<file path="src/hdl/isa_pkg.sv">
`default_nettype none

package isa_pkg;

    localparam int DATA_W = 8;
    localparam int ADDR_W = 4;
    localparam int OP_W   = 4;

    typedef logic [DATA_W-1:0] data_t;   // Bus byte
    typedef logic [ADDR_W-1:0] addr_t;   // PC and memory address
    typedef logic [OP_W-1:0]   opcode_t; // Upper nibble of an instruction

    // ==============================
    // Opcodes
    // ==============================
    localparam opcode_t OP_LDA = 4'h0;
    localparam opcode_t OP_ADD = 4'h1;
    localparam opcode_t OP_SUB = 4'h2;
    localparam opcode_t OP_STA = 4'h3;
    localparam opcode_t OP_LDI = 4'h4;
    localparam opcode_t OP_JMP = 4'h5;
    localparam opcode_t OP_JC  = 4'h6;
    localparam opcode_t OP_JZ  = 4'h7;
    localparam opcode_t OP_OUT = 4'hE;
    localparam opcode_t OP_HLT = 4'hF;

endpackage

`default_nettype wire

</file>
<file path="src/hdl/ctrl_pkg.sv">
`default_nettype none

package ctrl_pkg;

    // Micro-step ring of five steps per instruction
    typedef enum logic [2:0] {
        T0 = 3'd0, // Fetch address
        T1 = 3'd1, // Fetch instruction
        T2 = 3'd2,
        T3 = 3'd3,
        T4 = 3'd4
    } step_e;

    // Sequencer run state
    typedef enum logic [1:0] {
        LOAD = 2'd0, // Program being written
        RUN  = 2'd1,
        HALT = 2'd2
    } run_e;

endpackage

`default_nettype wire

</file>
<file path="src/hdl/program_counter.sv">
`default_nettype none

module program_counter (
    input  logic          clk,
    input  logic          rst_n,
    input  logic          count,
    input  logic          load,
    input  isa_pkg::addr_t load_value,
    output isa_pkg::addr_t value
);

    isa_pkg::addr_t pc_q;

    always_ff @(posedge clk) begin
        if (!rst_n) begin
            pc_q <= '0;
        end else if (load) begin
            pc_q <= load_value; // Jump target
        end else if (count) begin
            pc_q <= pc_q + 1'b1; // Wraps at 16
        end
    end

    assign value = pc_q;

endmodule

`default_nettype wire

</file>
<file path="src/hdl/control_sequencer.sv">
`default_nettype none

module control_sequencer (
    input  logic             clk,
    input  logic             rst_n,
    input  logic             load_mode,
    input  isa_pkg::opcode_t opcode,
    input  logic             carry,
    input  logic             zero,
    output logic             pc_count,
    output logic             pc_enable,
    output logic             pc_load,
    output logic             mar_load,
    output logic             ram_write,
    output logic             ram_enable,
    output logic             ir_load,
    output logic             ir_enable,
    output logic             a_load,
    output logic             a_enable,
    output logic             alu_sub,
    output logic             alu_enable,
    output logic             b_load,
    output logic             out_load,
    output logic             halted
);

    ctrl_pkg::run_e  state_q;
    ctrl_pkg::step_e step_q;
    ctrl_pkg::step_e step_next;
    logic            run_active;
    logic            is_arith;
    logic            take_jump;

    // ==============================
    // State and step ring
    // ==============================
    always_comb begin
        case (step_q)
            ctrl_pkg::T0: step_next = ctrl_pkg::T1;
            ctrl_pkg::T1: step_next = ctrl_pkg::T2;
            ctrl_pkg::T2: step_next = ctrl_pkg::T3;
            ctrl_pkg::T3: step_next = ctrl_pkg::T4;
            default:      step_next = ctrl_pkg::T0;
        endcase
    end

    always_ff @(posedge clk) begin
        if (!rst_n) begin
            state_q <= ctrl_pkg::RUN;
            step_q  <= ctrl_pkg::T0;
        end else if (load_mode) begin
            state_q <= ctrl_pkg::LOAD;
            step_q  <= ctrl_pkg::T0;
        end else begin
            case (state_q)
                ctrl_pkg::LOAD: begin
                    state_q <= ctrl_pkg::RUN; // Load mode released
                    step_q  <= ctrl_pkg::T0;
                end
                ctrl_pkg::RUN: begin
                    if (step_q == ctrl_pkg::T2 && opcode == isa_pkg::OP_HLT) begin
                        state_q <= ctrl_pkg::HALT;
                        step_q  <= ctrl_pkg::T0;
                    end else begin
                        step_q <= step_next;
                    end
                end
                ctrl_pkg::HALT: step_q <= ctrl_pkg::T0; // Wait for reset or load mode
                default:        state_q <= ctrl_pkg::RUN;
            endcase
        end
    end

    assign halted     = (state_q == ctrl_pkg::HALT);
    assign run_active = (state_q == ctrl_pkg::RUN) && !load_mode;
    assign is_arith   = (opcode == isa_pkg::OP_ADD) || (opcode == isa_pkg::OP_SUB);
    assign take_jump  = (opcode == isa_pkg::OP_JMP) ||
                        (opcode == isa_pkg::OP_JC && carry) ||
                        (opcode == isa_pkg::OP_JZ && zero);

    // ==============================
    // Strobe decode
    // ==============================
    always_comb begin
        pc_count   = 1'b0;
        pc_enable  = 1'b0;
        pc_load    = 1'b0;
        mar_load   = 1'b0;
        ram_write  = 1'b0;
        ram_enable = 1'b0;
        ir_load    = 1'b0;
        ir_enable  = 1'b0;
        a_load     = 1'b0;
        a_enable   = 1'b0;
        alu_sub    = 1'b0;
        alu_enable = 1'b0;
        b_load     = 1'b0;
        out_load   = 1'b0;
        if (run_active) begin
            case (step_q)
                ctrl_pkg::T0: begin
                    pc_enable = 1'b1;
                    mar_load  = 1'b1;
                end
                ctrl_pkg::T1: begin
                    ram_enable = 1'b1;
                    ir_load    = 1'b1;
                    pc_count   = 1'b1;
                end
                ctrl_pkg::T2: begin
                    if (opcode == isa_pkg::OP_LDA || opcode == isa_pkg::OP_STA || is_arith) begin
                        ir_enable = 1'b1; // Operand address to MAR
                        mar_load  = 1'b1;
                    end else if (opcode == isa_pkg::OP_LDI) begin
                        ir_enable = 1'b1;
                        a_load    = 1'b1;
                    end else if (take_jump) begin
                        ir_enable = 1'b1;
                        pc_load   = 1'b1;
                    end else if (opcode == isa_pkg::OP_OUT) begin
                        a_enable = 1'b1;
                        out_load = 1'b1;
                    end
                end
                ctrl_pkg::T3: begin
                    if (opcode == isa_pkg::OP_LDA) begin
                        ram_enable = 1'b1;
                        a_load     = 1'b1;
                    end else if (is_arith) begin
                        ram_enable = 1'b1;
                        b_load     = 1'b1;
                    end else if (opcode == isa_pkg::OP_STA) begin
                        a_enable  = 1'b1;
                        ram_write = 1'b1;
                    end
                end
                ctrl_pkg::T4: begin
                    if (is_arith) begin
                        alu_enable = 1'b1;
                        a_load     = 1'b1;
                        alu_sub    = (opcode == isa_pkg::OP_SUB);
                    end
                end
                default: ;
            endcase
        end
    end

endmodule

`default_nettype wire

</file>
<file path="src/hdl/alu_unit.sv">
`default_nettype none

module alu_unit (
    input  logic           clk,
    input  logic           rst_n,
    input  isa_pkg::data_t bus,
    input  logic           a_load,
    input  logic           b_load,
    input  logic           sub,
    input  logic           flag_load,
    output isa_pkg::data_t acc,
    output isa_pkg::data_t result,
    output logic           carry,
    output logic           zero
);

    isa_pkg::data_t a_q;
    isa_pkg::data_t b_q;
    isa_pkg::data_t b_operand;
    logic           carry_out;
    logic           carry_q;
    logic           zero_q;

    always_ff @(posedge clk) begin
        if (a_load) begin
            a_q <= bus;
        end
        if (b_load) begin
            b_q <= bus;
        end
    end

    // Two's complement subtract where carry out means no borrow
    assign b_operand = sub ? ~b_q : b_q;
    assign {carry_out, result} = {1'b0, a_q} + {1'b0, b_operand} + {8'h00, sub};

    always_ff @(posedge clk) begin
        if (!rst_n) begin
            carry_q <= 1'b0;
            zero_q  <= 1'b0;
        end else if (flag_load) begin
            carry_q <= carry_out;
            zero_q  <= (result == '0);
        end
    end

    assign acc   = a_q;
    assign carry = carry_q;
    assign zero  = zero_q;

endmodule

`default_nettype wire

</file>
<file path="src/hdl/memory_unit.sv">
`default_nettype none

module memory_unit #(
    parameter int RAM_BYTES = 16 // Power of two and at least 2
) (
    input  logic             clk,
    input  logic             rst_n,
    input  isa_pkg::data_t   bus,
    input  logic             mar_load,
    input  logic             ram_write,
    input  logic             ir_load,
    input  logic             prog_write,
    input  isa_pkg::addr_t   prog_addr,
    input  isa_pkg::data_t   prog_data,
    output isa_pkg::data_t   ram_data,
    output isa_pkg::opcode_t opcode,
    output isa_pkg::addr_t   operand
);

    localparam int IDX_W = $clog2(RAM_BYTES);

    isa_pkg::data_t mem [RAM_BYTES];
    isa_pkg::addr_t mar_q;
    isa_pkg::data_t ir_q;
    logic [IDX_W-1:0] run_idx;
    logic [IDX_W-1:0] prog_idx;

    // Upper address bits drop out, so small RAMs wrap
    assign run_idx  = mar_q[IDX_W-1:0];
    assign prog_idx = prog_addr[IDX_W-1:0];

    // ==============================
    // Address register
    // ==============================
    always_ff @(posedge clk) begin
        if (!rst_n) begin
            mar_q <= '0;
        end else if (mar_load) begin
            mar_q <= bus[3:0];
        end
    end

    // ==============================
    // RAM array
    // ==============================
    always_ff @(posedge clk) begin
        if (prog_write) begin
            mem[prog_idx] <= prog_data; // Load-mode port
        end else if (ram_write) begin
            mem[run_idx] <= bus;
        end
    end

    assign ram_data = mem[run_idx];

    // ==============================
    // Instruction register
    // ==============================
    always_ff @(posedge clk) begin
        if (!rst_n) begin
            ir_q <= '0;
        end else if (ir_load) begin
            ir_q <= bus;
        end
    end

    assign opcode  = ir_q[7:4];
    assign operand = ir_q[3:0];

endmodule

`default_nettype wire

</file>
<file path="src/hdl/sap_cpu_top.sv">
`default_nettype none

module sap_cpu_top #(
    parameter int RAM_BYTES = 16
) (
    input  logic [7:0] ui_in,
    output logic [7:0] uo_out,
    input  logic [7:0] uio_in,
    output logic [7:0] uio_out,
    output logic [7:0] uio_oe,
    input  logic       ena,
    input  logic       clk,
    input  logic       rst_n
);

    isa_pkg::data_t   bus;
    isa_pkg::addr_t   pc_value;
    isa_pkg::data_t   ram_data;
    isa_pkg::opcode_t opcode;
    isa_pkg::addr_t   operand;
    isa_pkg::data_t   acc;
    isa_pkg::data_t   alu_result;
    isa_pkg::data_t   out_q;
    logic             out_strobe_q;
    logic             carry;
    logic             zero;
    logic             load_mode;
    logic             prog_write;
    logic             pc_rst_n;

    logic pc_count, pc_enable, pc_load;
    logic mar_load, ram_write, ram_enable;
    logic ir_load, ir_enable;
    logic a_load, a_enable, alu_sub, alu_enable, b_load;
    logic out_load, halted;

    // ==============================
    // Load-mode pins
    // ==============================
    assign load_mode  = ui_in[7];
    assign prog_write = ui_in[7] & ui_in[4];
    assign pc_rst_n   = rst_n & ~load_mode; // Run restarts at address 0

    program_counter u_pc (
        .clk        (clk),
        .rst_n      (pc_rst_n),
        .count      (pc_count),
        .load       (pc_load),
        .load_value (bus[3:0]),
        .value      (pc_value)
    );

    control_sequencer u_seq (
        .clk        (clk),
        .rst_n      (rst_n),
        .load_mode  (load_mode),
        .opcode     (opcode),
        .carry      (carry),
        .zero       (zero),
        .pc_count   (pc_count),
        .pc_enable  (pc_enable),
        .pc_load    (pc_load),
        .mar_load   (mar_load),
        .ram_write  (ram_write),
        .ram_enable (ram_enable),
        .ir_load    (ir_load),
        .ir_enable  (ir_enable),
        .a_load     (a_load),
        .a_enable   (a_enable),
        .alu_sub    (alu_sub),
        .alu_enable (alu_enable),
        .b_load     (b_load),
        .out_load   (out_load),
        .halted     (halted)
    );

    alu_unit u_alu (
        .clk       (clk),
        .rst_n     (rst_n),
        .bus       (bus),
        .a_load    (a_load),
        .b_load    (b_load),
        .sub       (alu_sub),
        .flag_load (alu_enable), // Flags only move on the arithmetic step
        .acc       (acc),
        .result    (alu_result),
        .carry     (carry),
        .zero      (zero)
    );

    memory_unit #(
        .RAM_BYTES (RAM_BYTES)
    ) u_mem (
        .clk        (clk),
        .rst_n      (rst_n),
        .bus        (bus),
        .mar_load   (mar_load),
        .ram_write  (ram_write),
        .ir_load    (ir_load),
        .prog_write (prog_write),
        .prog_addr  (ui_in[3:0]),
        .prog_data  (uio_in),
        .ram_data   (ram_data),
        .opcode     (opcode),
        .operand    (operand)
    );

    // Bus source with one enable per step
    always_comb begin
        if (pc_enable) begin
            bus = {4'h0, pc_value};
        end else if (ram_enable) begin
            bus = ram_data;
        end else if (ir_enable) begin
            bus = {4'h0, operand};
        end else if (a_enable) begin
            bus = acc;
        end else if (alu_enable) begin
            bus = alu_result;
        end else begin
            bus = '0;
        end
    end

    // ==============================
    // Output register and status
    // ==============================
    always_ff @(posedge clk) begin
        if (!rst_n) begin
            out_q        <= '0;
            out_strobe_q <= 1'b0;
        end else begin
            out_strobe_q <= out_load; // Marks the new uo_out value
            if (out_load) begin
                out_q <= bus;
            end
        end
    end

    assign uo_out  = out_q;
    assign uio_out = {6'b000000, out_strobe_q & ~load_mode, halted};
    assign uio_oe  = 8'h03;

endmodule

`default_nettype wire

</file>
<file path="config.mk">
export PLATFORM = sky130hd
export DESIGN_NAME = sap_cpu_top
export DESIGN_NICKNAME = d
export VERILOG_FILES = /design/src/hdl/isa_pkg.sv /design/src/hdl/ctrl_pkg.sv /design/src/hdl/program_counter.sv /design/src/hdl/control_sequencer.sv /design/src/hdl/alu_unit.sv /design/src/hdl/memory_unit.sv /design/src/hdl/sap_cpu_top.sv
export SDC_FILE = /design/constraint.sdc
export NUM_CORES = 1
export LEC_CHECK = 0
export BUFFER_PORTS_ARGS = -buffer_cell sky130_fd_sc_hd__buf_2
export CAP_MARGIN = 30
export CELL_PAD_IN_SITES_DETAIL_PLACEMENT = 1
export CELL_PAD_IN_SITES_GLOBAL_PLACEMENT = 1
export CORE_MARGIN = 2
export CORE_UTILIZATION = 39
export DETAILED_ROUTE_END_ITERATION = 10
export GPL_TIMING_DRIVEN = 0
export HOLD_SLACK_MARGIN = 0.15
export PLACE_DENSITY_LB_ADDON = 0.1
export SYNTH_ARGS = -nofsm -noshare
export SYNTH_HDL_FRONTEND = slang
export SYNTH_HIERARCHICAL = 1
export SYNTH_SLANG_ARGS = --single-unit
</file>
<file path="constraint.sdc">
create_clock -name clk -period 4.1 [get_ports clk]
set_input_delay 0.615 -clock clk [delete_from_list [all_inputs] [get_ports clk]]
set_output_delay 0.615 -clock clk [all_outputs]
set_load 0.02 [all_outputs]
</file>
# Word-level counts from Yosys, hierarchy flattened
# Memory sizes are Yosys's and may differ from the RTL's. A register that Yosys moved wholly into a read port is not among the register bits.
# Cells that the tools add are included.
# word_totals
ff_bits	48
latchBits	0
mem_bits_rw	128
rom_bits	0
inputBits	19
out_inout_bits	24
wordCells	132
mem_count	1
# op_classes
addsub	3
mul	0
div_mod_pow	0
order_cmp	0
eq_ne	18
shifts	0
mux	70
bitwise	7
n_reduce_logical	21
# mem_list
memory	depth	width	rd	rd_ports_with_merged_regs	wr	line_no	text
u_mem.mem	16	8	1	1	1	memory_unit.sv:22	isa_pkg::data_t mem [RAM_BYTES];
# ops
operator	n
8-bit 2-to-1 mux	7
1-bit 2-to-1 mux	49
4-bit 2-to-1 mux	5
4-bit by 3-bit equality test with 1-bit output (second input constant)	4
3-bit case mux with 4 select lines	1
8-bit by 8-bit adder with 9-bit output	1
9-bit by 1-bit adder with 9-bit output	1
4-bit by 2-bit equality test with 1-bit output (second input constant)	2
4-bit equality test (second input constant)	2
8-bit zero test	1
8-bit inverter	1
8-bit OR reduction	1
3-bit by 2-bit equality test with 1-bit output (second input constant)	2
1-bit case mux with 2 select lines	3
3-bit case mux with 2 select lines	1
1-bit logical OR	5
4-bit by 1-bit adder with 4-bit output (second input constant)	1
4-bit by 1-bit equality test with 1-bit output (second input constant)	1
1-bit logical AND	4
4-bit zero test	1
2-bit case mux with 2 select lines	1
2-bit AND reduction	2
2-bit nonzero test	2
2-bit OR reduction	2
15 further kinds	19

# Logic depth before layout (Yosys ltp)
# Gate-level depths: netlist (run 1).
# depth
word_depth	15
ltp_mapped	16
mapped_depth_nobuf	14

# Modules after synthesis
# The synthesis (run 1) kept the hierarchy.
# by_module_without_submodules
module	n_inst	cells_each	area_each_um2	seq_area_each_um2
memory_unit	1	290	5709.2	4164.0
alu_unit	1	74	950.9	520.5
sap_cpu_top	1	87	777.0	180.2
control_sequencer	1	68	475.5	100.1
program_counter	1	22	192.7	80.1

# Least setup slack after synthesis (run 1)
# No wires, ideal clock.
# synth_timing
path_kind	input -> register
from	input port ui_in[7]
to	memory u_mem/mem[0][7] (netlist name) (data pin)
setup_time_ns	0.285
arrival_time_ns	3.278
required_ns	3.815
slack_ns	0.537
path_stages	13
path_buffers	1
path_cell_list	nor4b_1 > nand4b_1 > nor3_1 > buf_6 > xor2_1 > ha_1 > a21oi_1 > o22ai_1 > o32a_1 > xor2_1 > a221oi_1 > nor2_1 > mux2_2
# synth_between
elab_chain_len	12
word_cells_on_any_way	23
classes_between	2 x add/sub; 17 x mux; 1 x bitwise; 3 x reduce/logical
# synth_rtl
element	line_no	text
start: declaration	sap_cpu_top.sv:6	input logic [7:0] ui_in,
1-bit zero test *	control_sequencer.sv:75	assign run_active = (state_q == ctrl_pkg::RUN) && !load_mode;
1-bit logical AND *	control_sequencer.sv:75	
1-bit 2-to-1 mux *	control_sequencer.sv:99	if (run_active) begin
net alu_sub	sap_cpu_top.sv:34	logic a_load, a_enable, alu_sub, alu_enable, b_load;
8-bit 2-to-1 mux	alu_unit.sv:34	assign b_operand = sub ? ~b_q : b_q;
8-bit by 8-bit adder with 9-bit output	alu_unit.sv:35	assign {carry_out, result} = {1'b0, a_q} + {1'b0, b_operand} + {8'h00, sub};
9-bit by 1-bit adder with 9-bit output *	alu_unit.sv:35	
net alu_result[7]	sap_cpu_top.sv:22	isa_pkg::data_t alu_result;
8-bit 2-to-1 mux *	sap_cpu_top.sv:118	end else if (alu_enable) begin
8-bit 2-to-1 mux *	sap_cpu_top.sv:116	end else if (a_enable) begin
8-bit 2-to-1 mux *	sap_cpu_top.sv:114	end else if (ir_enable) begin
8-bit 2-to-1 mux *	sap_cpu_top.sv:112	end else if (ram_enable) begin
8-bit 2-to-1 mux *	sap_cpu_top.sv:110	if (pc_enable) begin
net bus[7]	sap_cpu_top.sv:16	isa_pkg::data_t bus;
8-bit 2-to-1 mux (no line) *	-	
end: declaration	memory_unit.sv:22	
# Mark *: on every way through the listed nets, which the timed path passes. The rest lies on a longest branch.

# Final worst setup path (run 1)
# layout_timing
from	register u_seq.step_q[0]
to	memory u_mem/mem[8][6] (netlist name) (data pin)
# layout_between
elab_chain_len	12
word_cells_on_any_way	32
classes_between	2 x add/sub; 4 x eq/ne; 24 x mux; 2 x reduce/logical
# layout_rtl
element	line_no	text
start: declaration	control_sequencer.sv:28	ctrl_pkg::step_e step_q;
start signal: assignment	control_sequencer.sv:50	step_q <= ctrl_pkg::T0;
start signal: assignment	control_sequencer.sv:53	step_q <= ctrl_pkg::T0;
start signal: assignment	control_sequencer.sv:58	step_q <= ctrl_pkg::T0;
3-bit equality test *	control_sequencer.sv:100	case (step_q)
1-bit 2-to-1 mux *	control_sequencer.sv:100	
1-bit 2-to-1 mux *	control_sequencer.sv:99	
net alu_sub	sap_cpu_top.sv:34	
8-bit 2-to-1 mux	alu_unit.sv:34	
8-bit by 8-bit adder with 9-bit output	alu_unit.sv:35	
9-bit by 1-bit adder with 9-bit output *	alu_unit.sv:35	
net alu_result[6]	sap_cpu_top.sv:22	
8-bit 2-to-1 mux *	sap_cpu_top.sv:118	
8-bit 2-to-1 mux *	sap_cpu_top.sv:116	
8-bit 2-to-1 mux *	sap_cpu_top.sv:114	
8-bit 2-to-1 mux *	sap_cpu_top.sv:112	
8-bit 2-to-1 mux *	sap_cpu_top.sv:110	
net bus[6]	sap_cpu_top.sv:16	
8-bit 2-to-1 mux (no line) *	-	
# Marks and branches as above.

==> summary.md, run 1 <==
| Metric | Value |
|---|---|
| Post-Syn Instances | `541` |
| Slowest-stage cell, CP | `fa_1` |
| Xor-xnor portion of the synthesized cell area | `1.95%` |
| Largest family of logic cells by synthesized area | `multiplexers` |
| Ant diodes | `0` |
| GRT overflow | `0` |
| Synth Area in Simple Gates | `10.1%` |
| Max-cap violations | `0` |
| Worst-path clk slew | `0.08 ns` |
| CTS tree | `done` |
| WP data required | `4.36 ns` |
| Yosys reg bits | `180` |
| Setup crit start | `u_seq/step_q[0]$_SDFFE_PP0P_` |
| Fin. Hold Viols | `0` |
| Hold Startpoint | `uo_out[1]$_SDFFE_PN0P_` |
| Worst reg2reg path endpoint | `u_mem/mem[8][6]$_DFFE_PP_` |
| Routability Congestion | `0.784` |
| Fin cells | `885` |
| M1 WL | `8780 um` |
| Max Used Layer | `met4` |
| Post-synth cell types | `66` |
| Die Wd | `148 um` |
| CP Launch Type | `register` |
| Kind of critical path | `register to register` |
| First-pass GRT wire length | `30300 um` |
| Initial core utilization | `39.9%` |
| Worst min-delay path category | `register to register` |
| Net Sw Frac | `22.5%` |
| Share of layout cells above drive strength 1 | `23.1%` |
| IO Count | `43` |
| Die ar. | `22000 um2` |
| DR vias | `4769` |
| Tightest Pin Transition | `1.04 ns` |
| Pre-Repair DR Iteration Count | `4` |
| Clk root buf | `clkbuf_16` |
| Post-synth ARST share | `0%` |
| Synth Area per Inst | `15.0 um2` |
| Worst path depth | `14` |
| Final Cycle Share | `94.1%` |
| Logic pwr share | `4.1%` |
| Internal power | `2900 uW` |
| HPWL after DPL | `14200 um` |
| Cts bufs inserted | `17` |
| Fin util | `45.8%` |
| WL final | `20200 um` |
| NetSw | `842 uW` |
| Static Leak | `0.00322 uW` |
| Post-synth EDFFs | `144` |
| Maximum clock rate | `0.259 GHz` |
| Largest net degree at the start of global routing | `18` |
| Worst reg2reg path startpoint | `u_seq/step_q[0]$_SDFFE_PP0P_` |
| Setup Skew | `0.0107 ns` |
| WL met3 | `729 um` |
| Adder-cell share of the synthesized area | `1.48%` |
| Sequential share of the synthesized area | `62.2%` |
| Post-synthesis mux area share | `12.4%` |
| Power per Cell Area | `403 nW/um2` |
| CORE AREA | `20300 um2` |
| WL/cell | `22.8 um` |
| Final setup fails | `0` |
| Gr usage total | `18.9%` |
| Sink Count | `180` |
| Warnings, synthesis | `6` |
| Ys flop type | `edfxtp_1` |
| Vias in the first global route | `5027` |
| Fillers | `2074` |
| Critical path endpoint category | `register` |
| Flop2flop setup slack | `0.24 ns` |
| Synth Area in Compound Gates | `7.56%` |
| PortBufs | `25` |
| Seq pwr share | `53.2%` |
| Maximum buffer depth of the clock tree | `2` |
| Worst path cell trace | `nor4b_2 > nand4b_1 > nor3_2 > buf_6 > xor2_1 > inv_1 > fa_1 > nor2b_1 > o31a_1 > nor4_1 > nor3_1 > nand3b_1 > a221oi_4 > mux2_4` |
| Clk_lat worst skew | `0.42 ns` |
| Die H | `148 um` |
| P&R area growth vs syn | `14.7%` |
| Drt initial violations | `306` |
| Via density | `5.39` |
| DRC Markers | `0` |
| Nets@finish | `630` |
| R2R cell count | `14` |
| Relative slew slack | `30.5%` |
| Rows | `52` |
| Critical path peak fanout | `11` |
| Hold path endpoint | `uo_out[1]$_SDFFE_PN0P_` |
| CTS Hold Buffers Added | `0` |
| Buffer and inverter count on the worst path | `2` |
| Cell family with most CP delay | `simple AND/OR/NAND/NOR gates` |
| ANT nets after route | `0` |
| CP Data Arrival Time | `4.12 ns` |
| Maximum vdd drop | `0.000263 V` |
| Final Max Tran Viols | `0` |
| Routed length on met2 | `10400 um` |
| CP max stage delay | `0.45 ns` |
| Status | `complete, no violations` |
| Initial antenna violation count | `0` |
| Final min period | `3.86 ns` |
| Inst Count DP | `852` |
| H-Tree Level Count | `4` |
| Clock power share | `42.7%` |
| Hold path depth | `2` |
| Mapped Area | `8110 um2` |
## tightest hold or removal path, cell delays in order (launching register included)
cell     delay (ns)
dfxtp_1        0.32
nand2_1        0.05
o31ai_1        0.05
## metal layers
| layer | vias up | GRT usage (%) |
|---|---|---|
| met4 | 0 | 5.00 |
| met3 | 14 | 3.28 |
| met2 | 101 | 32.8 |
| met1 | 2445 | 24.6 |
| li1 | 2209 | - |
| met5 | - | 0 |
## power by group through the flow
stage / combinational (uW) / clock (uW) / sequential (uW)
after floorplan: 101 / 0 / 2030
after global routing: 168 / 1710 / 1990
after CTS: 155 / 1630 / 1990
final: 154 / 1600 / 1990
after detailed placement: 152 / 0 / 2030
after global placement: 148 / 0 / 2030
## state kept, by name, summed over array words and instances (netlist names), named ones only
signal,flops
uo_out,8
u_alu/b_q,8
u_mem/ir_q,8
out_strobe_q,1
u_seq/step_q,3
u_mem/mar_q,4
u_mem/mem,128
u_seq/state_q,2
u_pc/value,4
u_alu/carry,1
u_alu/zero,1
u_alu/acc,8
## area by class of cell
cell class / instances / area, um2 / area share (%)
clock inverter: 13 / 140 / 1.51
clock buffer: 19 / 433 / 4.66
timing repair buffer: 30 / 160 / 1.72
multi-input combinational: 322 / 2850 / 30.6
tap: 270 / 338 / 3.63
sequential: 180 / 5040 / 54.3
inverter: 14 / 52.6 / 0.565
buffer: 37 / 279 / 3.00
## cell families (layout without fill, tap and decap cells)
group / after synthesis / after routing
AOI/OAI and AO/OA: 81 / 81
xor gates and xnor gates: 18 / 18
adders and majority gates: 9 / 9
buffers and inverters: 52 / 113
DFF: 180 / 180
muxes: 54 / 55
other: 2 / 14
and+or+nand+nor: 145 / 145
## Yosys cell counts, types with 6 or more instances
cell | count | area, um2
nor2_1 | 39 | 146
xor2_1 | 13 | 114
mux4_2 | 18 | 405
dfxtp_1 | 36 | 721
ha_1 | 8 | 100
nor3_1 | 8 | 40.0
edfxtp_1 | 144 | 4320
nand2b_1 | 6 | 37.5
a31oi_1 | 7 | 43.8
buf_4 | 17 | 128
mux4_1 | 14 | 368
nand2_1 | 28 | 105
o21ai_0 | 10 | 50.1
buf_6 | 7 | 78.8
mux2_2 | 8 | 90.1
inv_1 | 14 | 52.6
clkbuf_1 | 7 | 26.3
nor2b_1 | 20 | 125
a22oi_1 | 17 | 128
a21oi_1 | 10 | 50.1
mux2i_1 | 13 | 130
## timing repair
item	in CTS	in global routing
gates cloned	0	1
pin swaps	0	1
gates resized for setup	5	5
setup buffers	0	1
setup endpoints to repair	48	98
## layout by cell type, fill, tap and decap left out, types with 8 or more instances in the layout
cell type,instances
edfxtp_1,144
nor2_1,38
dfxtp_1,36
buf_2,30
nand2_1,28
buf_4,21
nor2b_1,20
mux4_2,18
clkbuf_16,17
a22oi_1,17
inv_1,14
conb_1,14
mux4_1,14
xor2_1,13
mux2i_1,13
a21oi_1,10
o21ai_0,10
clkbuf_1,8
ha_1,8
## how the worst max path moves through the flow
stage and to:
6_report u_mem/mem[8][6]$_DFFE_PP_, 4_1_cts u_mem/mem[8][6]$_DFFE_PP_, 3_5_place_dp u_mem/mem[4][6]$_DFFE_PP_, 3_3_place_gp u_mem/mem[6][6]$_DFFE_PP_
5_1_grt u_mem/mem[8][6]$_DFFE_PP_, 2_1_floorplan u_mem/mem[0][7]$_DFFE_PP_
## metrics by stage
stage	hold WS (ns)	area (um2)	setup TNS (ns)	total power [uW]	worst slack (ns)
after detailed placement	0.439	8650	-18.03	2180	-0.446
final	0.449	9290	0	3740	0.241
after global placement	0.432	8610	-13.70	2180	-0.377
after global routing	0.478	9290	-0.0667	3870	-0.0105
after floorplan	0.455	8150	0	2130	0.537
after CTS	0.457	9260	0	3770	0.00121
(Power assumes the default switching activity.)
==> run 2, diff against run 1 <==
--- a/config.mk
+++ b/config.mk
@@ -5,11 +5,12 @@
 export SDC_FILE = /design/constraint.sdc
 export NUM_CORES = 1
 export LEC_CHECK = 0
+export ABC_AREA = 1
 export BUFFER_PORTS_ARGS = -buffer_cell sky130_fd_sc_hd__buf_2
 export CAP_MARGIN = 30
 export CELL_PAD_IN_SITES_DETAIL_PLACEMENT = 1
 export CELL_PAD_IN_SITES_GLOBAL_PLACEMENT = 1
-export CORE_MARGIN = 2
+export CORE_MARGIN = 1
 export CORE_UTILIZATION = 39
 export DETAILED_ROUTE_END_ITERATION = 10
 export GPL_TIMING_DRIVEN = 0
==> run 2 against run 1 <==
Net effect:
- via count grew 43%
- global-route usage grew 3.8 points
- highest routed layer unchanged
- critical endpoint is now u_mem/mem[14][3]$_DFFE_PP_
- critical path type unchanged
- clock skew grew 0.0027 ns
- sequential cell count is the same
- utilization shrank 1.1 points
- combinational power grew 130%
- non-clock buffer count grew 8
- setup slack gained 0.11 ns
- register-to-register slack gained 0.11 ns
==> summary.md, run 2 <==
| Metric | Value |
|---|---|
| Largest net degree at the start of global routing | `21` |
| Count leader, synth | `nand2_1` |
| DRC Markers | `0` |
| Largest Register | `u_mem/mem` |
| Post-Syn Instances | `1016` |
| Post-synth ARST share | `0%` |
| ANT nets after route | `0` |
| Max reg flops | `128` |
| Mapped Area | `8980 um2` |
| Slowest-stage cell, CP | `mux2_4` |
| Final min period | `3.75 ns` |
| Pre-Repair DR Iteration Count | `5` |
| CORE AREA | `22600 um2` |
| CP Launch Type | `register` |
| Sequential share of the synthesized area | `56.2%` |
| Synth area leaders | `edfxtp_1 48%, nand2_1 12%, dfxtp_1 8.0%, nand3_1 7.1%, inv_1 6.9%` |
| Clk root buf | `clkbuf_16` |
| Post-synth cell types | `38` |
| Seq pwr share | `50.0%` |
| CTS Hold Buffers Added | `0` |
| Nets@finish | `1100` |
| Kind of critical path | `register to register` |
| Final Cycle Share | `91.5%` |
| Post-synth EDFFs | `144` |
| Most common cell after layout, fill and taps aside | `nand2_1` |
| WL met3 | `862 um` |
| PortBufs | `25` |
| Buffer and inverter count on the worst path | `4` |
| Net Sw Frac | `27.1%` |
| Final Max Tran Viols | `0` |
| Rows | `55` |
| Post-synth top area cell | `edfxtp_1` |
| Fillers | `2682` |
| Vias in the first global route | `6823` |
| Clock power share | `41.2%` |
| Gr usage total | `22.7%` |
| Power per Cell Area | `396 nW/um2` |
| Inst Count DP | `1338` |
| Worst-path clk slew | `0.07 ns` |
| Logic pwr share | `8.8%` |
| Synth Area per Inst | `8.84 um2` |
| Fin util | `44.7%` |
| Worst path cell trace | `nor3_4 > inv_1 > nor4_2 > buf_6 > xnor2_1 > inv_1 > ha_1 > nand2_1 > inv_1 > nand2_2 > nand2_2 > nand2_1 > nand2_1 > nand3_2 > nand2_1 > nand2_1 > nand2_1 > nand2_1 > nand2_1 > mux2_4` |
| Maximum vdd drop | `0.000283 V` |
| CTS tree | `done` |
| H-Tree Level Count | `4` |
| DR vias | `6811` |
| Routed length on met2 | `11400 um` |
| IO Count | `43` |
| Fin. Hold Viols | `0` |
| Ant diodes | `0` |
| Ys flop type | `edfxtp_1` |
| Max Used Layer | `met4` |
| Status | `complete, no violations` |
| Top cells by count, synth | `288 x nand2_1, 165 x inv_1, 144 x edfxtp_1` |
| Initial antenna violation count | `0` |
| Critical path peak fanout | `16` |
| Critical path endpoint category | `register` |
| Relative slew slack | `33.2%` |
| P&R area growth vs syn | `12.7%` |
| Setup Skew | `0.0134 ns` |
| Routability Congestion | `0.834` |
| Internal power | `2920 uW` |
| Unrepaired setup endpoints after global routing | `no` |
| Maximum buffer depth of the clock tree | `2` |
| Share of layout cells above drive strength 1 | `15.1%` |
| Fin cells | `1370` |
| Yosys reg bits | `180` |
| Initial core utilization | `39.7%` |
| Most frequent cells in the layout | `288 x nand2_1, 165 x inv_1, 144 x edfxtp_1` |
| WP data required | `4.25 ns` |
| Maximum clock rate | `0.267 GHz` |
| HPWL after DPL | `18000 um` |
| CP max stage delay | `0.46 ns` |
| Max-cap violations | `0` |
| Cts bufs inserted | `17` |
| FF+latch area | `5040 um2` |
| Multi-input gate area | `2970 um2` |
| WL/cell | `18.4 um` |
| Design Power | `4000 uW` |
| Setup TNS | `0 ns` |
| Worst min-delay path category | `register to register` |
| Die H | `154 um` |
| Final worst hold slack | `0.503 ns` |
| Static Leak | `0.00463 uW` |
| Cell family with most CP delay | `simple AND/OR/NAND/NOR gates` |
| CP Data Arrival Time | `3.90 ns` |
| Sink Count | `180` |
| First-pass GRT wire length | `39400 um` |
| GRT overflow | `0` |
| Most frequent CP cell | `nand2_1` |
| Clk_lat worst skew | `0.44 ns` |
| Via density | `4.97` |
| Drt initial violations | `426` |
| Tightest Pin Transition | `0.998 ns` |
| Die Wd | `154 um` |
| Die ar. | `23600 um2` |
| Final setup fails | `0` |
| WL final | `25200 um` |
| NetSw | `1090 uW` |
| Share of the synthesized area in the top cell type | `48.2%` |
| M1 WL | `12300 um` |
| Warnings, synthesis | `6` |
==> run 2: cell count changes after synthesis, sizes merged, moves of 8 or more <==
cell / previous run / this run
nor2b: 20 / 0
mux2i: 14 / 0
a221oi: 8 / 0
nand2: 29 / 303
inv: 14 / 176
nor2: 39 / 78
a22oi: 17 / 0
a21oi: 10 / 27
nand3: 2 / 134
mux4: 32 / 0
o21ai: 12 / 27
buf: 28 / 47
==> run 2: final cells by class <==
cell class / instances / share of cell area [%]
Clock inverter: 15 / 1.80
Buffer: 50 / 3.47
Multi-Input combinational cell: 622 / 29.3
Timing Repair Buffer: 25 / 1.24
Tap cell: 285 / 3.52
Clock buffer: 17 / 4.20
Inverter: 176 / 6.60
Sequential cell: 180 / 49.8
==> run 2: worst paths after layout <==
kind | from | depth (start not counted) | slack [ns] | to
max | u_seq/state_q[1]$_SDFFE_PP0P_ | 20 | 0.35 | u_mem/mem[14][3]$_DFFE_PP_
min | u_mem/mar_q[0]$_SDFFE_PN0P_ | 2 | 0.50 | register
max reg2reg | u_seq/state_q[1]$_SDFFE_PP0P_ | 20 | 0.35 | u_mem/mem[14][3]$_DFFE_PP_
min reg2reg | u_mem/mar_q[0]$_SDFFE_PN0P_ | 2 | 0.50 | register
==> run 2: power groups by stage <==
| stage | clock network [uW] | registers (uW) | logic, uW |
|---|---|---|---|
| 2_1_floorplan | 0 | 2040 | 221 |
| 3_3_place_gp | 0 | 2040 | 347 |
| 3_5_place_dp | 0 | 2040 | 351 |
| 4_1_cts | 1680 | 2000 | 353 |
| 5_1_grt | 1760 | 2000 | 387 |
| 6_report | 1650 | 2000 | 353 |
==> run 2: routing by layer <==
layer / GRT usage [%] / up-vias
li1: - / 3318
met1: 32.4 / 3314
met5: 0 / -
met4: 8.57 / 0
met3: 2.96 / 36
met2: 35.0 / 143
==> run 2: timing repair <==
action                     in CTS  in global routing
gates resized for setup         0                  2
setup buffers                   0                  0
setup endpoints to repair       0                 32
==> run 2: through the flow <==
stage          cell area [um2]  setup slack, ns
3_5_place_dp              9510           -0.109
2_1_floorplan             9020            0.885
5_1_grt                  10100           0.0513
6_report                 10100            0.349
4_1_cts                  10100            0.232
3_3_place_gp              9510          -0.0598
==> run 2: cell families after synthesis <==
family / share of synthesized area [%]
buffers and inverters: 11.4
XOR/XNOR: 0.975
other: 0.0836
multiplexers: 1.00
adder cells (fa/ha/maj): 1.34
AO/OA/AOI/OAI: 3.58
flip-flops: 56.2
AND/OR/NAND/NOR: 25.5
==> run 2: worst reg2reg max path, stage by stage, from the launching register on <==
cell,delay (ns)
dfxtp_1,0.35
nor3_4,0.34
inv_1,0.14
nor4_2,0.34
buf_6,0.23
xnor2_1,0.22
inv_1,0.09
ha_1,0.28
nand2_1,0.09
inv_1,0.05
nand2_2,0.07
nand2_2,0.06
nand2_1,0.05
nand2_1,0.09
nand3_2,0.09
nand2_1,0.07
nand2_1,0.08
nand2_1,0.06
nand2_1,0.09
nand2_1,0.23
mux2_4,0.46
